$ cat src/logic/draw_pkg.sv
package draw_pkg;

    // Buffer geometry.
    localparam int buffer_width  = 160;
    localparam int buffer_height = 120;
    localparam int buffer_pixels = buffer_width * buffer_height;

    localparam int addr_w  = 15;
    localparam int data_w  = 12;
    localparam int coord_w = 8;
    localparam int edge_w  = 18;

    // Pixels are 4 bits each of red, green and blue.
    localparam logic [data_w-1:0] background_color = 12'h112;
    localparam logic [data_w-1:0] outside_color    = 12'h888;

    // Cycles from a scanner pixel to its three edge values.
    localparam int edge_latency = 2;

    typedef enum logic [1:0] {
        idle,
        background,
        raster,
        frame_wait
    } frame_state_t;

    typedef enum logic {
        scan_idle,
        scan_run
    } scan_state_t;

endpackage

$ cat src/logic/background_filler.sv
`timescale 1ns/1ps

module background_filler (
    input  logic                        clk,
    input  logic                        rstn,
    input  logic                        fill_start,
    output logic                        fill_en,
    output logic [draw_pkg::addr_w-1:0] fill_addr,
    output logic [draw_pkg::data_w-1:0] fill_data,
    output logic                        fill_done
);

    localparam logic [draw_pkg::addr_w-1:0] last_addr =
        draw_pkg::addr_w'(draw_pkg::buffer_pixels - 1);

    logic                        busy;
    logic [draw_pkg::addr_w-1:0] count;

    // One address per cycle, starting the cycle after fill_start.
    always_ff @(posedge clk or negedge rstn) begin
        if (!rstn) begin
            busy  <= 1'b0;
            count <= '0;
        end else if (fill_start) begin
            busy  <= 1'b1;
            count <= '0;
        end else if (busy) begin
            if (count == last_addr) begin
                busy <= 1'b0;
            end else begin
                count <= count + 1'b1;
            end
        end
    end

    assign fill_en   = busy;
    assign fill_addr = count;
    assign fill_data = draw_pkg::background_color;
    assign fill_done = busy && (count == last_addr);

    a_fill_addr_range : assert property (@(posedge clk) disable iff (!rstn)
        fill_en |-> (fill_addr < draw_pkg::addr_w'(draw_pkg::buffer_pixels)))
        else $error("fill_addr out of range: %h", fill_addr);

endmodule

$ cat src/logic/edge_evaluator.sv
`timescale 1ns/1ps

module edge_evaluator (
    input  logic                               clk,
    input  logic                               rstn,
    input  logic        [draw_pkg::coord_w-1:0] pix_x,
    input  logic        [draw_pkg::coord_w-1:0] pix_y,
    input  logic        [draw_pkg::coord_w-1:0] ax,
    input  logic        [draw_pkg::coord_w-1:0] ay,
    input  logic        [draw_pkg::coord_w-1:0] bx,
    input  logic        [draw_pkg::coord_w-1:0] by,
    output logic signed [draw_pkg::edge_w-1:0]  edge_value
);

    // Differences need one extra bit for the sign.
    logic signed [draw_pkg::coord_w:0] px_ax, py_ay, by_ay, bx_ax;
    logic signed [draw_pkg::edge_w-1:0] prod_x, prod_y;

    always_comb begin
        px_ax = $signed({1'b0, pix_x}) - $signed({1'b0, ax});
        py_ay = $signed({1'b0, pix_y}) - $signed({1'b0, ay});
        by_ay = $signed({1'b0, by}) - $signed({1'b0, ay});
        bx_ax = $signed({1'b0, bx}) - $signed({1'b0, ax});
    end

    // Stage one registers both products, stage two their difference.
    always_ff @(posedge clk or negedge rstn) begin
        if (!rstn) begin
            prod_x     <= '0;
            prod_y     <= '0;
            edge_value <= '0;
        end else begin
            prod_x     <= draw_pkg::edge_w'(px_ax) * draw_pkg::edge_w'(by_ay);
            prod_y     <= draw_pkg::edge_w'(py_ay) * draw_pkg::edge_w'(bx_ax);
            edge_value <= prod_x - prod_y;
        end
    end

endmodule

$ cat src/logic/fragment_writer.sv
`timescale 1ns/1ps

module fragment_writer (
    input  logic                               clk,
    input  logic                               rstn,
    input  logic                               pix_valid,
    input  logic        [draw_pkg::coord_w-1:0] pix_x,
    input  logic        [draw_pkg::coord_w-1:0] pix_y,
    input  logic                               pix_last,
    input  logic signed [draw_pkg::edge_w-1:0]  edge_value0,
    input  logic signed [draw_pkg::edge_w-1:0]  edge_value1,
    input  logic signed [draw_pkg::edge_w-1:0]  edge_value2,
    input  logic        [3:0]                  color,
    output logic                               frag_en,
    output logic        [draw_pkg::addr_w-1:0]  frag_addr,
    output logic        [draw_pkg::data_w-1:0]  frag_data,
    output logic                               raster_done
);

    localparam int last = draw_pkg::edge_latency - 1;

    logic [draw_pkg::edge_latency-1:0] valid_d, last_d;
    logic [draw_pkg::coord_w-1:0]      x_d [draw_pkg::edge_latency];
    logic [draw_pkg::coord_w-1:0]      y_d [draw_pkg::edge_latency];
    logic                              all_pos, all_neg;

    // Delay line matching the edge evaluator pipeline.
    always_ff @(posedge clk or negedge rstn) begin
        if (!rstn) begin
            valid_d <= '0;
            last_d  <= '0;
        end else begin
            valid_d <= {valid_d[draw_pkg::edge_latency-2:0], pix_valid};
            last_d  <= {last_d[draw_pkg::edge_latency-2:0], pix_last};
        end
    end

    always_ff @(posedge clk) begin
        x_d[0] <= pix_x;
        y_d[0] <= pix_y;
        for (int i = 1; i < draw_pkg::edge_latency; i++) begin
            x_d[i] <= x_d[i-1];
            y_d[i] <= y_d[i-1];
        end
    end

    // Either winding counts, so accept all-positive or all-negative.
    assign all_pos = (edge_value0 >= 0) && (edge_value1 >= 0) && (edge_value2 >= 0);
    assign all_neg = (edge_value0 <= 0) && (edge_value1 <= 0) && (edge_value2 <= 0);

    assign frag_en     = valid_d[last];
    assign frag_addr   = draw_pkg::addr_w'(x_d[last]) +
                         draw_pkg::addr_w'(y_d[last]) * draw_pkg::addr_w'(draw_pkg::buffer_width);
    assign frag_data   = (all_pos || all_neg) ? {4'h0, color, 4'h0} : draw_pkg::outside_color;
    assign raster_done = last_d[last];

    a_done_with_frag : assert property (@(posedge clk) disable iff (!rstn)
        raster_done |-> frag_en)
        else $error("raster_done without a fragment");

endmodule

$ cat src/logic/frame_sequencer.sv
`timescale 1ns/1ps

module frame_sequencer (
    input  logic                        clk,
    input  logic                        rstn,
    input  logic                        draw_start,
    input  logic                        draw_ack,
    input  logic [3:0]                  sw,
    input  logic                        fill_done,
    input  logic                        fill_en,
    input  logic [draw_pkg::addr_w-1:0] fill_addr,
    input  logic [draw_pkg::data_w-1:0] fill_data,
    input  logic                        raster_done,
    input  logic                        frag_en,
    input  logic [draw_pkg::addr_w-1:0] frag_addr,
    input  logic [draw_pkg::data_w-1:0] frag_data,
    output logic                        fill_start,
    output logic                        scan_start,
    output logic [3:0]                  color,
    output logic                        write_en,
    output logic [draw_pkg::addr_w-1:0] write_addr,
    output logic [draw_pkg::data_w-1:0] write_data,
    output logic                        frame_done
);

    draw_pkg::frame_state_t state, next_state;

    always_comb begin
        next_state = state;
        fill_start = 1'b0;
        case (state)
            draw_pkg::idle: begin
                if (draw_start) begin
                    next_state = draw_pkg::background;
                    fill_start = 1'b1;
                end
            end
            draw_pkg::background: begin
                if (fill_done) next_state = draw_pkg::raster;
            end
            draw_pkg::raster: begin
                if (raster_done) next_state = draw_pkg::frame_wait;
            end
            draw_pkg::frame_wait: begin
                if (draw_ack) begin
                    next_state = draw_pkg::background;
                    fill_start = 1'b1;
                end
            end
            default: next_state = draw_pkg::idle;
        endcase
    end

    always_ff @(posedge clk or negedge rstn) begin
        if (!rstn) begin
            state      <= draw_pkg::idle;
            scan_start <= 1'b0;
            frame_done <= 1'b0;
        end else begin
            state      <= next_state;
            scan_start <= (state == draw_pkg::background) && fill_done;
            if (state == draw_pkg::raster && raster_done) begin
                frame_done <= 1'b1;
            end else if (state == draw_pkg::frame_wait && draw_ack) begin
                frame_done <= 1'b0;
            end
        end
    end

    // The switch value holds for the whole frame.
    always_ff @(posedge clk) begin
        if (fill_start) color <= sw;
    end

    always_comb begin
        write_en   = 1'b0;
        write_addr = '0;
        write_data = '0;
        if (state == draw_pkg::background) begin
            write_en   = fill_en;
            write_addr = fill_addr;
            write_data = fill_data;
        end else if (state == draw_pkg::raster) begin
            write_en   = frag_en;
            write_addr = frag_addr;
            write_data = frag_data;
        end
    end

    a_done_in_wait : assert property (@(posedge clk) disable iff (!rstn)
        frame_done == (state == draw_pkg::frame_wait))
        else $error("frame_done %b in state %s", frame_done, state.name());

    a_writes_in_phase : assert property (@(posedge clk) disable iff (!rstn)
        (fill_en || frag_en || write_en) |->
            (state == draw_pkg::background || state == draw_pkg::raster))
        else $error("write outside a drawing phase in state %s", state.name());

endmodule

$ cat src/logic/pixel_scanner.sv
`timescale 1ns/1ps

module pixel_scanner (
    input  logic                         clk,
    input  logic                         rstn,
    input  logic                         scan_start,
    input  logic [draw_pkg::coord_w-1:0] v0_x,
    input  logic [draw_pkg::coord_w-1:0] v0_y,
    input  logic [draw_pkg::coord_w-1:0] v1_x,
    input  logic [draw_pkg::coord_w-1:0] v1_y,
    input  logic [draw_pkg::coord_w-1:0] v2_x,
    input  logic [draw_pkg::coord_w-1:0] v2_y,
    output logic [draw_pkg::coord_w-1:0] vtx_x0,
    output logic [draw_pkg::coord_w-1:0] vtx_y0,
    output logic [draw_pkg::coord_w-1:0] vtx_x1,
    output logic [draw_pkg::coord_w-1:0] vtx_y1,
    output logic [draw_pkg::coord_w-1:0] vtx_x2,
    output logic [draw_pkg::coord_w-1:0] vtx_y2,
    output logic                         pix_valid,
    output logic [draw_pkg::coord_w-1:0] pix_x,
    output logic [draw_pkg::coord_w-1:0] pix_y,
    output logic                         pix_last
);

    localparam logic [draw_pkg::coord_w-1:0] x_limit =
        draw_pkg::coord_w'(draw_pkg::buffer_width - 1);
    localparam logic [draw_pkg::coord_w-1:0] y_limit =
        draw_pkg::coord_w'(draw_pkg::buffer_height - 1);

    draw_pkg::scan_state_t state;

    logic [draw_pkg::coord_w-1:0] x_min, x_max, y_min, y_max;
    logic [draw_pkg::coord_w-1:0] cur_x, cur_y;
    logic [draw_pkg::coord_w-1:0] box_x_min, box_x_max, box_y_min, box_y_max;

    function automatic logic [draw_pkg::coord_w-1:0] min3(
        input logic [draw_pkg::coord_w-1:0] a,
        input logic [draw_pkg::coord_w-1:0] b,
        input logic [draw_pkg::coord_w-1:0] c
    );
        logic [draw_pkg::coord_w-1:0] m;
        m = (a < b) ? a : b;
        return (c < m) ? c : m;
    endfunction

    function automatic logic [draw_pkg::coord_w-1:0] max3(
        input logic [draw_pkg::coord_w-1:0] a,
        input logic [draw_pkg::coord_w-1:0] b,
        input logic [draw_pkg::coord_w-1:0] c
    );
        logic [draw_pkg::coord_w-1:0] m;
        m = (a > b) ? a : b;
        return (c > m) ? c : m;
    endfunction

    // Box bounds come straight from the ports so the first pixel is ready
    // on the cycle after scan_start.
    always_comb begin
        box_x_min = min3(v0_x, v1_x, v2_x);
        box_x_max = max3(v0_x, v1_x, v2_x);
        box_y_min = min3(v0_y, v1_y, v2_y);
        box_y_max = max3(v0_y, v1_y, v2_y);
        if (box_x_min > x_limit) box_x_min = x_limit;
        if (box_x_max > x_limit) box_x_max = x_limit;
        if (box_y_min > y_limit) box_y_min = y_limit;
        if (box_y_max > y_limit) box_y_max = y_limit;
    end

    always_ff @(posedge clk) begin
        if (scan_start) begin
            vtx_x0 <= v0_x;
            vtx_y0 <= v0_y;
            vtx_x1 <= v1_x;
            vtx_y1 <= v1_y;
            vtx_x2 <= v2_x;
            vtx_y2 <= v2_y;
            x_min  <= box_x_min;
            x_max  <= box_x_max;
            y_min  <= box_y_min;
            y_max  <= box_y_max;
        end
    end

    always_ff @(posedge clk or negedge rstn) begin
        if (!rstn) begin
            state <= draw_pkg::scan_idle;
            cur_x <= '0;
            cur_y <= '0;
        end else if (scan_start) begin
            state <= draw_pkg::scan_run;
            cur_x <= box_x_min;
            cur_y <= box_y_min;
        end else if (state == draw_pkg::scan_run) begin
            if (cur_x == x_max) begin
                cur_x <= x_min;
                if (cur_y == y_max) begin
                    state <= draw_pkg::scan_idle;
                end else begin
                    cur_y <= cur_y + 1'b1;
                end
            end else begin
                cur_x <= cur_x + 1'b1;
            end
        end
    end

    assign pix_valid = (state == draw_pkg::scan_run);
    assign pix_x     = cur_x;
    assign pix_y     = cur_y;
    assign pix_last  = pix_valid && (cur_x == x_max) && (cur_y == y_max);

    a_pix_in_box : assert property (@(posedge clk) disable iff (!rstn)
        pix_valid |-> (pix_x >= x_min && pix_x <= x_max &&
                       pix_y >= y_min && pix_y <= y_max))
        else $error("pixel (%h,%h) outside box", pix_x, pix_y);

endmodule

$ cat src/logic/raster_frame_top.sv
`timescale 1ns/1ps

module raster_frame_top (
    input  logic                         clk,
    input  logic                         rstn,
    input  logic                         draw_start,
    input  logic                         draw_ack,
    input  logic [3:0]                   sw,
    input  logic [draw_pkg::coord_w-1:0] v0_x,
    input  logic [draw_pkg::coord_w-1:0] v0_y,
    input  logic [draw_pkg::coord_w-1:0] v1_x,
    input  logic [draw_pkg::coord_w-1:0] v1_y,
    input  logic [draw_pkg::coord_w-1:0] v2_x,
    input  logic [draw_pkg::coord_w-1:0] v2_y,
    output logic                         write_en,
    output logic [draw_pkg::addr_w-1:0]  write_addr,
    output logic [draw_pkg::data_w-1:0]  write_data,
    output logic                         frame_done
);

    logic                        fill_start, fill_en, fill_done;
    logic [draw_pkg::addr_w-1:0] fill_addr;
    logic [draw_pkg::data_w-1:0] fill_data;

    logic                         scan_start, pix_valid, pix_last;
    logic [draw_pkg::coord_w-1:0] pix_x, pix_y;
    logic [draw_pkg::coord_w-1:0] vtx_x [3];
    logic [draw_pkg::coord_w-1:0] vtx_y [3];

    logic signed [draw_pkg::edge_w-1:0] edge_value [3];

    logic                        frag_en, raster_done;
    logic [draw_pkg::addr_w-1:0] frag_addr;
    logic [draw_pkg::data_w-1:0] frag_data;
    logic [3:0]                  color;

    frame_sequencer u_sequencer (
        .clk        (clk),
        .rstn       (rstn),
        .draw_start (draw_start),
        .draw_ack   (draw_ack),
        .sw         (sw),
        .fill_done  (fill_done),
        .fill_en    (fill_en),
        .fill_addr  (fill_addr),
        .fill_data  (fill_data),
        .raster_done(raster_done),
        .frag_en    (frag_en),
        .frag_addr  (frag_addr),
        .frag_data  (frag_data),
        .fill_start (fill_start),
        .scan_start (scan_start),
        .color      (color),
        .write_en   (write_en),
        .write_addr (write_addr),
        .write_data (write_data),
        .frame_done (frame_done)
    );

    background_filler u_filler (
        .clk       (clk),
        .rstn      (rstn),
        .fill_start(fill_start),
        .fill_en   (fill_en),
        .fill_addr (fill_addr),
        .fill_data (fill_data),
        .fill_done (fill_done)
    );

    pixel_scanner u_scanner (
        .clk       (clk),
        .rstn      (rstn),
        .scan_start(scan_start),
        .v0_x      (v0_x),
        .v0_y      (v0_y),
        .v1_x      (v1_x),
        .v1_y      (v1_y),
        .v2_x      (v2_x),
        .v2_y      (v2_y),
        .vtx_x0    (vtx_x[0]),
        .vtx_y0    (vtx_y[0]),
        .vtx_x1    (vtx_x[1]),
        .vtx_y1    (vtx_y[1]),
        .vtx_x2    (vtx_x[2]),
        .vtx_y2    (vtx_y[2]),
        .pix_valid (pix_valid),
        .pix_x     (pix_x),
        .pix_y     (pix_y),
        .pix_last  (pix_last)
    );

    // Edge i runs from vertex i to the next vertex.
    for (genvar i = 0; i < 3; i++) begin : g_edge
        edge_evaluator u_edge (
            .clk       (clk),
            .rstn      (rstn),
            .pix_x     (pix_x),
            .pix_y     (pix_y),
            .ax        (vtx_x[i]),
            .ay        (vtx_y[i]),
            .bx        (vtx_x[(i+1)%3]),
            .by        (vtx_y[(i+1)%3]),
            .edge_value(edge_value[i])
        );
    end

    fragment_writer u_writer (
        .clk        (clk),
        .rstn       (rstn),
        .pix_valid  (pix_valid),
        .pix_x      (pix_x),
        .pix_y      (pix_y),
        .pix_last   (pix_last),
        .edge_value0(edge_value[0]),
        .edge_value1(edge_value[1]),
        .edge_value2(edge_value[2]),
        .color      (color),
        .frag_en    (frag_en),
        .frag_addr  (frag_addr),
        .frag_data  (frag_data),
        .raster_done(raster_done)
    );

endmodule

$ cat config.mk
export PLATFORM = sky130hd
export DESIGN_NAME = raster_frame_top
export DESIGN_NICKNAME = d
export VERILOG_FILES = /design/src/logic/draw_pkg.sv /design/src/logic/background_filler.sv /design/src/logic/edge_evaluator.sv /design/src/logic/fragment_writer.sv /design/src/logic/frame_sequencer.sv /design/src/logic/pixel_scanner.sv /design/src/logic/raster_frame_top.sv
export SDC_FILE = /design/constraint.sdc
export NUM_CORES = 2
export LEC_CHECK = 0
export BUFFER_PORTS_ARGS = -buffer_cell sky130_fd_sc_hd__buf_2
export CORE_AREA = 10 10 360 292
export DETAILED_ROUTE_END_ITERATION = 10
export DIE_AREA = 0 0 370 302
export GPL_ROUTABILITY_DRIVEN = 0
export PLACE_DENSITY = 0.55
export SETUP_SLACK_MARGIN = 0.3
export SLEW_MARGIN = 20
export SYNTH_ARGS = -nofsm -noshare
export SYNTH_HDL_FRONTEND = slang
export SYNTH_SLANG_ARGS = --single-unit
$ cat constraint.sdc
create_clock -name clk -period 6.4 [get_ports clk]
set_input_delay 0.32 -clock clk [delete_from_list [all_inputs] [get_ports clk]]
set_output_delay 0.32 -clock clk [all_outputs]
set_load 0.01 [all_outputs]
Word level (Yosys, flattened, before mapping) --
Memories as Yosys holds them, arrays and structs flattened. Index checks and enable logic that the tools add are counted.
Storage, ports and cells: memories 2, register bits 279, RAM bits 32
Memory list:
- u_writer.x_d | depth 2, width 8, rd ports 2, clocked after Yosys merged registers in 0, write ports 2, RTL line fragment_writer.sv:23 | logic [draw_pkg::coord_w-1:0] x_d [draw_pkg::edge_latency];
- u_writer.y_d | depth 2, width 8, rd ports 2, clocked after Yosys merged registers in 0, write ports 2, RTL line fragment_writer.sv:24 | logic [draw_pkg::coord_w-1:0] y_d [draw_pkg::edge_latency];
Cells by class: $lt $le $gt $ge 18, add/sub/neg operators 19, equality and inequality tests 12, multiplexer cells 44, multipliers 7, reductions and logical operators 19
Operator list (count):
- 2-to-1 mux 8 bit | 17
- multiplier 9 x 9 -> 18 bit | 6
- subtractor 8 x 8 -> 9 bit | 12
- 2-to-1 mux 15 bit | 5
- >= comparator 18 x 1 -> 1 bit (second input constant) | 3
- <= comparator 18 x 1 -> 1 bit (second input constant) | 3
- subtractor 18 bit | 3
- 2-to-1 mux 12 bit | 3
- > comparator 8 bit | 4
- < comparator 8 bit | 4
- adder 8 x 1 -> 8 bit (second input constant) | 2
- equality test 8 bit | 2
- > comparator 8 x 7 -> 1 bit (second input constant) | 2
- > comparator 8 bit (second input constant) | 2
- adder 15 x 1 -> 15 bit (second input constant) | 1
- adder 8 x 15 -> 15 bit | 1
- equality test 15 bit (second input constant) | 1
- 2-to-1 mux 1 bit | 13
- logical AND 1 bit | 10
- multiplier 8 x 3 -> 10 bit (second input constant) | 1
- 2-to-1 mux 2 bit | 4
- != test 2 bit (second input constant) | 4
- case mux 2 bit (4 select lines) | 1
- nonzero test 2 bit | 4
- other kinds (9) | 11

Longest topological paths before layout --
word-level depth 7, mapped depth 28

By module --
A second synthesis with hierarchy kept.
Unflattened totals: cell total of the unflattened synthesis 3919, area, all modules 37507.2 sq um
Modules (own cells, without submodules):
- edge_evaluator at g_edge[0].u_edge | area an instance 9714.3 sq um, cells each 1040, instances 1, seq. area each 1351.3 sq um
- edge_evaluator at g_edge[1].u_edge | area an instance 9491.6 sq um, cells each 1013, instances 1, seq. area each 1351.3 sq um
- edge_evaluator at g_edge[2].u_edge | area an instance 9439.1 sq um, cells each 994, instances 1, seq. area each 1351.3 sq um
- pixel_scanner | area an instance 5532.8 sq um, cells each 512, instances 1, seq. area each 2587.5 sq um
- fragment_writer | area an instance 1552.7 sq um, cells each 139, instances 1, seq. area each 740.7 sq um
- background_filler | area an instance 938.4 sq um, cells each 101, instances 1, seq. area each 400.4 sq um
- frame_sequencer | area an instance 838.3 sq um, cells each 120, instances 1, seq. area each 220.2 sq um

Least setup slack after synthesis --
Ideal clock, no wire load.
path kind register to register, start register u_scanner.cur_y (netlist bit u_scanner.pix_y[0]), end register g_edge[0].u_edge.prod_y[17] (netlist name), data arrival time 6.900 ns, required time 6.276 ns, stages on the path, launching flop included 28, path slack -0.625 ns, cells stage by stage dfrtp_1 > inv_1 > ha_1 > inv_1 > fa_1 > a21o_1 > a21oi_1 > o21bai_1 > a21oi_1 > o21bai_1 > a21oi_1 > nand2b_1 > fa_1 > inv_1 > fa_1 > fa_1 > fa_1 > inv_1 > fa_1 > inv_1 > ha_1 > o21a_1 > o21ai_0 > a21oi_1 > and4_1 > a2111oi_0 > a21oi_1 > xnor2_1
On the way: word-level cells in the longest chain between the ends 2
RTL lines:
- from (decl) | RTL line pixel_scanner.sv:33 | logic [draw_pkg::coord_w-1:0] cur_x, cur_y;
- from (signal assigned) | RTL line pixel_scanner.sv:92 | cur_y <= box_y_min;
- from (signal assigned) | RTL line pixel_scanner.sv:99 | cur_y <= cur_y + 1'b1;
- subtractor 8 x 8 -> 9 bit | RTL line edge_evaluator.sv:21 | py_ay = $signed({1'b0, pix_y}) - $signed({1'b0, ay});
- multiplier 9 x 9 -> 18 bit | RTL line edge_evaluator.sv:34 | prod_y <= draw_pkg::edge_w'(py_ay) * draw_pkg::edge_w'(bx_ax);
- to (signal assigned) | RTL line edge_evaluator.sv:34
- to (decl) | RTL line edge_evaluator.sv:17 | logic signed [draw_pkg::edge_w-1:0] prod_x, prod_y;
No other way between the ends. A chain may end at the register's enable or synchronous reset.

Worst setup path after layout --
start register u_scanner.vtx_x1[1] (netlist name), end register g_edge[0].u_edge.prod_y[17] (netlist name)
On the way: word-level cells in the longest chain between the ends 2
RTL lines:
- from (decl) | RTL line pixel_scanner.sv:15 | output logic [draw_pkg::coord_w-1:0] vtx_x1,
- from (signal assigned) | RTL line pixel_scanner.sv:73 | vtx_x1 <= v1_x;
- subtractor 8 x 8 -> 9 bit | RTL line edge_evaluator.sv:23 | bx_ax = $signed({1'b0, bx}) - $signed({1'b0, ax});
- multiplier 9 x 9 -> 18 bit | RTL line edge_evaluator.sv:34
No other way between the ends.

==> summary.txt <==
Max Slew Vio Count: 0
Multi-input logic area: 27210 µm²
Placed Instance Area: 40030 µm²
Achievable frequency: 158.2 MHz
P_leak: 0.02129 µW
Synth cell types: 79
Max-slew headroom: 0.3763
Fin crit period: 6.319 ns
CORE AREA: 97940 µm²
Die ar.: 111700 µm²
I/O Pins: 85
Mapped Avg Cell Area: 9.789 µm²
Vias/cell: 4.880
Final Setup Violations: 0
Async set-reset flop share out of synthesis: 0.6527
Gr ovfl total: 0
Post-synthesis register bit count: 311
Synth area leader: fa_1
Slowest CP cell: fa_1
Register area share after synthesis: 0.2225
Worst slew pin tran: 0.9355 ns
First-pass GRT wire length: 154200 µm
Final HPWL DP: 80880 µm
Die width: 370 µm
Final Hold Fails: 0
Critical Path End Type: register
Design Area, Final: 43890 µm²
WHS: 0.03449 ns
WL final: 97640 µm
RSZ-0062 raised after global routing: true
Most frequent CP cell: fa_1
Ranking of synthesized cells by area: fa_1 (25%), ha_1 (15%), dfrtp_1 (14%), inv_1 (6.8%), edfxtp_1 (6.3%)
Initial antenna violation count: 19
Required @ worst endpoint: 6.85 ns
Filler cell count: 9445
Mapped cell area: 35970 µm²
Pre-antenna DRT Iters: 5
CP arrival: 6.77 ns
Vias: 26670
Final period util: 0.9874
FF/Latch Area: 8014 µm²
Input/output buffers: 80
Main synth FF type: dfrtp_1
Cell chosen for the clock root: clkbuf_16
Top Family by Delay on Critical Path: adder cells
Kind of critical path: reg -> reg
Hold Path Class: in -> reg
Post-route DRC: 0
H-tree levels: 2
Synth top area share: 0.2455
Longest Clk Path Bufs: 3
Commonest cells post-synth: inv_1 (648), ha_1 (445), fa_1 (441)
Setup crit start kind: register
Max-cap viol count: 0
Reg clk slew, reported paths: 0.06 ns
Initial Util: 0.3672
Outcome: completed
Final Skew: 0.02524 ns
Most numerous cell in the Yosys netlist: inv_1
DRT antenna net count: 0
Clk sinks: 311
Cell area power density: 238.4 nW/µm²
Synth Warn #: 0
Layout area overhead: 22.02%
Maximum VDD drop: 0.3012 mV
Crit-path max cell delay: 0.52 ns
Post-Route Utilization: 0.4481
Layout cells sized above 1: 0.2023
Later-pin clock latency in the skew report: 0.60 ns
Setup tns final: 0 ns
Final #Nets: 5062
Synth Instances: 3674
Vias in the first global route: 27040
Die Y-Extent: 302 µm
Iter 0 DRT Violations: 1899
WL/cell: 17.87 µm
Worst path buffer plus inverter count: 4
CTS tree: built
EDFF count, synth: 76
Total GRT Usage: 0.1753
Pin count of the biggest net entering global routing: 113
TritonCTS buffer count: 38
FP Rows: 103
Crit Path Max Fanout: 3
[state kept, by name, summed over array words and instances (netlist names), 15 cells and up]
name,flops
g_edge.u_edge.edge_value,54
g_edge.u_edge.prod_x,54
g_edge.u_edge.prod_y,54
u_writer.x_d,16
u_writer.y_d,16
u_filler.fill_addr,15
[what timing repair did]
action	CTS	global route
hold buffers	29	0
buffers inserted	71	44
setup endpoints to repair	21	36
resized for setup	149	175
endpoints found under the hold margin	119	0
pin swaps	103	146
[worst paths after layout]
| check | end | slack [ns] | startpoint | cells past startpoint |
|---|---|---|---|---|
| max | g_edge[0].u_edge.prod_y[17] | 0.08 | u_scanner.vtx_x1[1] | 26 |
| min | u_scanner.vtx_x2[6] | 0.03 | v2_x[6] | 1 |
| max reg2reg | g_edge[0].u_edge.prod_y[17] | 0.08 | u_scanner.vtx_x1[1] | 26 |
| min reg2reg | u_writer.x_d[0][12] | 0.33 | u_writer.x_d[0][4] | 0 |
| max in group asynchronous | u_sequencer.scan_start | 5.01 | rstn | 3 |
| min in group asynchronous | g_edge[1].u_edge.prod_y[15] | 0.28 | rstn | 2 |
[per-stage QoR]
step	cells	total power [µW]	setup WS [ns]
2_1_floorplan	3678	6309	0.2545
3_3_place_gp	5248	7552	-0.009619
3_5_place_dp	5248	7573	-0.09653
4_1_cts	5416	10230	0.1223
5_1_grt	5463	11360	-0.1616
6_report	5465	10460	0.08072
[layer usage]
layer,share of wire,vias up,global-route usage
met5,0.00092,-,0
met4,0.014,14,0.02798
met3,0.071,99,0.03760
met2,0.40,607,0.2467
met1,0.51,13190,0.2741
li1,-,12760,-
[kinds of logic (layout without fill, tap and decap cells)]
| logic type | after synthesis | count (layout) | share of synthesized area |
|---|---|---|---|
| buf+inv | 684 | 1154 | 0.07208 |
| compound gates | 494 | 494 | 0.09070 |
| simple gates | 955 | 955 | 0.1287 |
| other cells | 1 | 10 | 0.0001043 |
| mux | 51 | 51 | 0.01451 |
| fa+ha+maj | 886 | 886 | 0.4003 |
| flops | 311 | 311 | 0.2225 |
| xor+xnor | 292 | 292 | 0.07111 |
[cell usage in the layout (no fill, tap or decap), types with 13 or more instances in the layout]
| cell type | Yosys | final |
|---|---|---|
| or2_2 | 29 | 20 |
| buf_2 | 2 | 79 |
| fa_1 | 441 | 409 |
| xnor2_1 | 212 | 194 |
| fa_2 | 0 | 32 |
| nand4_1 | 26 | 26 |
| inv_2 | 0 | 38 |
| nor2_1 | 290 | 283 |
| dlygate4sd3_1 | 0 | 29 |
| a21oi_1 | 142 | 95 |
| nand3_1 | 27 | 24 |
| a31oi_1 | 22 | 15 |
| o21a_1 | 32 | 32 |
| nand2_1 | 242 | 236 |
| nor2b_1 | 74 | 65 |
| o21ai_2 | 1 | 19 |
| ha_4 | 0 | 52 |
| xnor2_2 | 0 | 17 |
| a21o_1 | 87 | 86 |
| and3_1 | 21 | 21 |
| o21ai_0 | 75 | 45 |
| o21ai_1 | 4 | 15 |
| ha_1 | 445 | 386 |
| nand2b_1 | 121 | 111 |
| xor2_1 | 80 | 63 |
| o21bai_1 | 18 | 13 |
| inv_1 | 648 | 604 |
| and2_1 | 36 | 36 |
| or3_1 | 21 | 21 |
| buf_6 | 0 | 24 |
| edfxtp_1 | 76 | 76 |
| xor2_2 | 0 | 16 |
| nor3_1 | 30 | 27 |
| a21oi_2 | 1 | 43 |
| mux2i_1 | 42 | 42 |
| buf_4 | 6 | 300 |
| dfrtp_1 | 203 | 196 |
| dfxtp_1 | 32 | 32 |
| clkbuf_16 | 0 | 40 |
[report_power, final]
part	switching, µW	total, µW	internal [µW]
clock	957	2220	1260
sequential	102	2450	2350
combinational	2930	5790	2860
[area by class of cell]
class / count / area share
clock inverters: 20 / 0.004476
diodes: 5 / 0.0002851
clock buffers: 48 / 0.02395
multi-input cells: 2683 / 0.6201
flip-flops and latches: 311 / 0.1826
well taps: 1312 / 0.03741
inverters: 649 / 0.05591
repair buffers: 437 / 0.07527
(Power assumes the default switching activity.)
